===== config.mk =====
export PLATFORM = sky130hd
export DESIGN_NAME = masku_pred_sequencer
export DESIGN_NICKNAME = d
export VERILOG_FILES = /design/src/design/masku_pkg.sv /design/src/design/masku_pred_sequencer.sv
export VERILOG_INCLUDE_DIRS = /design/src /design/src/design
export SDC_FILE = /design/constraint.sdc
export NUM_CORES = 1
export LEC_CHECK = 0
export ABC_AREA = 1
export BUFFER_PORTS_ARGS = -buffer_cell sky130_fd_sc_hd__clkbuf_2
export CORE_AREA = 2 2 223 225
export CTS_CLUSTER_DIAMETER = 80
export DETAILED_ROUTE_END_ITERATION = 10
export DIE_AREA = 0 0 225 227
export GPL_TIMING_DRIVEN = 0
export PLACE_DENSITY = 0.46
export SETUP_SLACK_MARGIN = 0.02
export SLEW_MARGIN = 25
export SYNTH_ARGS = -nofsm -noshare
export SYNTH_HDL_FRONTEND = slang
export SYNTH_SLANG_ARGS = --single-unit

===== constraint.sdc =====
create_clock -name clk_i -period 9.3 [get_ports clk_i]
set_input_delay 0.465 -clock clk_i [delete_from_list [all_inputs] [get_ports clk_i]]
set_output_delay 0.465 -clock clk_i [all_outputs]
set_load 0.02 [all_outputs]

===== src/design/masku_consts.svh =====
// Lane count must be a power of two; VLEN and ELEN sizes set every width in the mask unit
`ifndef MASKU_CONSTS_SVH
`define MASKU_CONSTS_SVH

// Number of lanes, power of two only
`define MASKU_NR_LANES 4

// Lane datapath width in bits
`define MASKU_ELEN 64

// Vector register length in bits
// The vl field is sized to count up to this many elements
`define MASKU_VLEN 1024

`endif


===== src/design/masku_pkg.sv =====
// Types for the predication path; shuffle_index assumes a power-of-two lane count
`include "masku_consts.svh"

package masku_pkg;

  // Element width encoding, as in vtype.vsew
  typedef enum logic [1:0] {
    EW8  = 2'd0,
    EW16 = 2'd1,
    EW32 = 2'd2,
    EW64 = 2'd3
  } vew_e;

  // One lane's datapath word
  typedef logic [`MASKU_ELEN-1:0] elen_t;

  // Element count, up to VLEN elements of one byte with grouping
  typedef logic [$clog2(`MASKU_VLEN+1)-1:0] vlen_t;

  // Instruction fields seen by the predication path
  typedef struct packed {
    vlen_t vl;
    vew_e  vsew;
    // Width the mask register was last written with
    vew_e  eew_vmask;
    // Set for unmasked instructions
    logic  vm;
  } pe_req_t;

  // One beat handed from the sequencer to the output stage
  typedef struct packed {
    // Elements still pending before this beat
    vlen_t elems_left;
    vew_e  vsew;
    logic  vm;
    logic  last;
  } pred_beat_t;

  // Map a sequential byte index onto the lane-shuffled register layout
  // Element e goes to lane e % nr_lanes at slot e / nr_lanes
  function automatic int unsigned shuffle_index(int unsigned byte_index,
                                                int unsigned nr_lanes,
                                                vew_e        ew);
    int unsigned word_bytes;
    int unsigned word_base;
    int unsigned rest;
    int unsigned elem;
    int unsigned elem_byte;
    int unsigned lane;
    int unsigned slot;
    word_bytes = (`MASKU_ELEN / 8) * nr_lanes;
    // Whole register words keep their position
    rest       = byte_index % word_bytes;
    word_base  = byte_index - rest;
    elem       = rest >> ew;
    elem_byte  = rest & ((1 << ew) - 1);
    lane       = elem % nr_lanes;
    slot       = elem / nr_lanes;
    return word_base + lane * (`MASKU_ELEN / 8) + (slot << ew) + elem_byte;
  endfunction

endpackage


===== src/design/masku_pred_sequencer.sv =====
// Expects vl > 0; one mask word serves 64*NrLanes elements and is refetched when used up
`timescale 1ns/1ps
`include "masku_consts.svh"

module masku_pred_sequencer #(
  parameter int unsigned NrLanes  = `MASKU_NR_LANES,
  parameter int unsigned PntWidth = $clog2(`MASKU_ELEN * NrLanes) + 1
) (
  input  logic                           clk_i,
  input  logic                           arst_n_i,
  input  logic                           vinsn_valid_i,
  input  masku_pkg::pe_req_t             vinsn_i,
  input  logic                           mask_valid_i,
  input  masku_pkg::elen_t [NrLanes-1:0] mask_operand_i,
  input  logic                           beat_req_i,
  output logic                           busy_o,
  output logic                           mask_req_o,
  output masku_pkg::pe_req_t             pred_vinsn_o,
  output logic [PntWidth-1:0]            pred_pnt_o,
  output masku_pkg::elen_t [NrLanes-1:0] pred_operand_o,
  output masku_pkg::pred_beat_t          beat_o,
  output logic                           beat_valid_o
);

  // Mask bits held in one operand word
  localparam int unsigned MaskBits     = `MASKU_ELEN * NrLanes;
  // Elements per beat at byte width, one strobe byte each
  localparam int unsigned ElemsPerBeat = (`MASKU_ELEN / 8) * NrLanes;

  // Held instruction and mask operand
  masku_pkg::pe_req_t             vinsn_q;
  masku_pkg::elen_t [NrLanes-1:0] operand_q;

  // Control state
  logic                  busy_q;
  logic                  mask_valid_q;
  logic [PntWidth-1:0]   pnt_q;
  masku_pkg::vlen_t      elems_left_q;

  // Beat arithmetic
  masku_pkg::vlen_t      beat_elems;
  logic [PntWidth-1:0]   pnt_sum;
  logic                  beat_last;
  logic                  vinsn_accept;
  logic                  mask_accept;

  // 32 >> vsew elements per beat with four lanes
  assign beat_elems = masku_pkg::vlen_t'(ElemsPerBeat >> vinsn_q.vsew);
  assign pnt_sum    = pnt_q + beat_elems[PntWidth-1:0];
  // Last beat when the rest fits in one beat
  assign beat_last  = elems_left_q <= beat_elems;

  assign vinsn_accept = vinsn_valid_i && !busy_q;
  assign mask_accept  = mask_valid_i && mask_req_o;

  assign busy_o     = busy_q;
  assign mask_req_o = busy_q && !mask_valid_q;

  // A beat leaves in the cycle it is requested
  assign beat_valid_o      = beat_req_i && busy_q && mask_valid_q;
  assign beat_o.elems_left = elems_left_q;
  assign beat_o.vsew       = vinsn_q.vsew;
  assign beat_o.vm         = vinsn_q.vm;
  assign beat_o.last       = beat_last;

  // Generator reads the held state directly
  assign pred_vinsn_o   = vinsn_q;
  assign pred_pnt_o     = pnt_q;
  assign pred_operand_o = operand_q;

  always_ff @(posedge clk_i or negedge arst_n_i) begin
    if (!arst_n_i) begin
      busy_q       <= 1'b0;
      mask_valid_q <= 1'b0;
      pnt_q        <= '0;
      elems_left_q <= '0;
    end else begin
      if (vinsn_accept) begin
        busy_q       <= 1'b1;
        mask_valid_q <= 1'b0;
        pnt_q        <= '0;
        elems_left_q <= vinsn_i.vl;
      end
      if (mask_accept) begin
        mask_valid_q <= 1'b1;
      end
      if (beat_valid_o) begin
        elems_left_q <= elems_left_q - beat_elems;
        // Mask word used up, wrap and ask for the next one
        if (pnt_sum >= PntWidth'(MaskBits)) begin
          pnt_q        <= '0;
          mask_valid_q <= 1'b0;
        end else begin
          pnt_q <= pnt_sum;
        end
        if (beat_last) begin
          busy_q       <= 1'b0;
          mask_valid_q <= 1'b0;
        end
      end
    end
  end

  // Instruction and mask payload
  always_ff @(posedge clk_i) begin
    if (vinsn_accept) begin
      vinsn_q <= vinsn_i;
    end
    if (mask_accept) begin
      operand_q <= mask_operand_i;
    end
  end

  // Consumer may only pull beats once a mask word is in place
  a_beat_needs_mask : assert property (@(posedge clk_i) disable iff (!arst_n_i)
    beat_req_i |-> busy_q && mask_valid_q)
    else $error("Beat requested without mask data");

  // Instructions are not queued here
  a_no_vinsn_while_busy : assert property (@(posedge clk_i) disable iff (!arst_n_i)
    vinsn_valid_i |-> !busy_q)
    else $error("Instruction arrived while busy");

endmodule


==> impl_metrics.toml <==
[sta]
setup-violations-final = 0
post-route-min-period_ns = 3.068
rsz0062_at_grt = "no"
setup_ws_ns = 6.232
layout_worst_path_cycle_share = 0.3299
timing.fmax_ghz = 0.3259
hold_viol_final = 0
finClkSkew_ns = 0.01256
slew_viol_final = 0
final.setup.tns_ns = 0
slew_headroom = 0.5628
worst_pin_slew_ns = 0.6558

[die]
num_rows = 81
dieWidth_um = 225
die_area_um2 = 51080
start_util = 0.1989
core_area_um2 = 48550
ioPinCount = 576
dieHeight_um = 227

[cts]
h-tree-depth = 2
cts_tree = "done"
clock-sinks = 292
cts_buffers = 38
clockRootBuffer = "clkbuf_16"
clk_pin_slew_ns = 0.06
clock_latency_ns = 0.55
clock_path_buffers = 3
cts_setup_buffers = 0

[status]
status = "finished, final reports clean"

[worst_setup_path]
worstRegToRegCells = 12
critPathLaunchType = "flip-flop"
reg2reg_slack_ns = 7.13
slowest_stage = "edfxtp_1"
worst_ep_required_time_ns = 8.84
cp_cell_sequence = "inv_1 > nor2_1 > inv_1 > ha_1 > nand2_1 > nor2_1 > nand3_1 > nand3_1 > nand2_1 > buf_4 > clkbuf_2"
startpoint = "beat_o[2]$_DFFE_PP_"
crit_arrival_ns = 2.60
worstSetupPathType = "reg -> out"
r2r_start = "beat_o[3]$_DFFE_PP_"
r2r_end = "pred_pnt_o[7]$_DFFE_PN0P_"
critPathMaxFanout = 6
max_stage_delay_ns = 0.52
end_kind = "primary output"

[detailed_routing]
drt-pass1-iter-count = 7
drc_errors = 0
route.vias.total = 6613
drtIter0Drc = 362
via_per_inst = 3.779
wl_per_cell_um = 19.00
antenna_left = 0
routed_wl_mm = 33.26

[yosys]
synthDistinctLibCells = 32
synthFlopType = "edfxtp_1"
synth_area_um2 = 9658
synth_seq_cells = 292
synth_top_area_cell = "edfxtp_1"
synthCells = 483
synth-edff-count = 272
synth.avg_cell_area_um2 = 20.00
yosysWarnings = 0
postSynth.asyncResetShare = 0.06849
synthTopCellsByArea = "edfxtp_1 85%, dfrtp_1 5.2%, nand2_1 2.6%"
ys_seq_area_frac = 0.8975
synth_top_area_share = 0.8457

[placement]
port_buffers = 573
placed_area_um2 = 13400
hpwlAfterDp_mm = 25.95
gp_congestion = 0.7662
post-place-ws_ns = 6.785

[final_layout]
design_area_um2 = 14650
layout.nets = 1385
antenna_cells = 0
postLayoutCoreUtil = 0.3019
area_growth_pct = 51.73
drive_gt1_frac = 0.5842

[flow_run]
drv_cap = 0

[global_routing]
grt_pass1_wl_mm = 44.53
globalRouteTotalUtil = 0.1218
grt_max_degree = 88
grt_remaining_overflow = 0
antenna_found_initial = 9
first_global_vias = 6531

[pwr]
switchingPower_mw = 1.256
p_int_mw = 2.814
p_leak_nw = 6.348
ir_worst_vdd_uv = 176.6
powerDensity_nw_per_um2 = 277.7
clock_power_share = 0.358
pwr-share-seq = 0.433
pwr-share-comb = 0.210
switching_share = 0.3087

[min_path]
hold_path_end = "pred_operand_o[194]$_DFFE_PP_"
hold_class = "in -> reg"
min-delay-start = "mask_operand_i[194]"
hold_depth = 1
## cell type report
cell class,count,area [um2]
flip-flops and latches,292,8668
well taps,622,778.2
clock inverters,25,259.0
inverters,35,138.9
plain buffers,8,53.80
repair buffers,577,2960
fillers,4962,33890
clock buffers,42,987.2
multi-input cells,149,808.3
## flip-flops by register name, summed over array words and instances (netlist names)
name            count
beat_o              3
busy_o              1
elems_left_q       11
mask_valid_q        1
pred_operand_o    256
pred_pnt_o          7
pred_vinsn_o       13
## power groups by stage
stage          sequential (mW)  clock (mW)  combinational [mW]
2_1_floorplan             2.06           0               0.248
3_3_place_gp              1.85           0               0.846
3_5_place_dp              1.79           0               0.868
4_1_cts                   1.76        1.52               0.871
5_1_grt                   1.78        1.56               0.924
6_report                  1.76        1.46               0.853
## critical path: cells and delay by family, from the launching register on
kind,cells,cell delay (ns)
AND/OR/NAND/NOR,6,0.74
adder cells (fa/ha/maj),1,0.36
buffers and inverters,4,0.44
flip-flops,1,0.52
## cell usage in the layout (no fill, tap or decap), types with 2 or more instances in the layout
cell	netlist	final
a21oi_1	5	5
buf_16	0	3
buf_4	6	6
bufinv_16	0	4
clkbuf_1	1	4
clkbuf_16	0	39
clkbuf_2	0	573
clkinv_1	0	9
clkinv_2	0	5
clkinv_8	0	3
clkinvlp_4	0	3
conb_1	1	2
dfrtp_1	20	20
edfxtp_1	272	272
ha_1	6	6
inv_1	29	28
inv_2	6	6
nand2_1	66	66
nand2_2	3	3
nand2_4	2	2
nand3_1	12	12
nand3_2	3	3
nand4_1	5	5
nor2_1	12	12
nor2_2	3	3
o211ai_1	2	2
o21ai_0	2	2
o21ai_1	9	9
o22ai_1	3	3
xor2_1	5	5
## stage by stage
stage          total power, mW  hold slack (ns)  cells
3_3_place_gp             2.694           0.4910   1679
2_1_floorplan            2.309           0.1694    484
5_1_grt                  4.270          0.05060   1750
6_report                 4.070          0.08421   1750
3_5_place_dp             2.655           0.4916   1682
4_1_cts                  4.151          0.03636   1750
## what timing repair did
action | CTS | global route
hold buffers | 1 | 0
endpoints found under the hold margin | 20 | 0
gates resized for setup | 0 | 0
## worst max-delay path by stage
stage | to | slack, ns | cells after the start
floorplan | pred_operand_o[0]$_DFFE_PP_ | 2.76 | 4
global placement | pred_operand_o[183]$_DFFE_PP_ | 0.57 | 4
detailed placement | beat_o[0] | 6.78 | 11
CTS | beat_o[0] | 6.19 | 11
global route | beat_o[0] | 5.97 | 11
finish | beat_o[0] | 6.23 | 11
## logic make-up after synthesis
family                     count (synthesis)  synth area share
adders and majority gates                  7          0.009846
buffers and inverters                     43           0.01917
and+or+nand+nor                          109           0.05273
DFF                                      292            0.8975
xor gates and xnor gates                   5          0.004534
other                                      1         0.0003883
AOI/OAI and AO/OA                         26           0.01581
## cell usage after synthesis (5+ instances only)
cell	n
ha_1	6
edfxtp_1	272
a21oi_1	5
buf_4	6
nand2_1	66
dfrtp_1	20
xor2_1	5
nand3_1	12
o21ai_1	9
nor2_1	12
nand4_1	5
inv_1	29
inv_2	6
## per-layer routing
metal  wire length [um]  GRT usage  vias to the layer above  part of all wire
li1                   -          -                     3033                 -
met1              11680     0.1295                     3178              0.35
met2              16720     0.2071                      311              0.50
met3               3840    0.06285                       73              0.12
met4                891    0.04358                       18             0.027
met5                126          0                        -            0.0038
(Power assumes the default switching activity.)
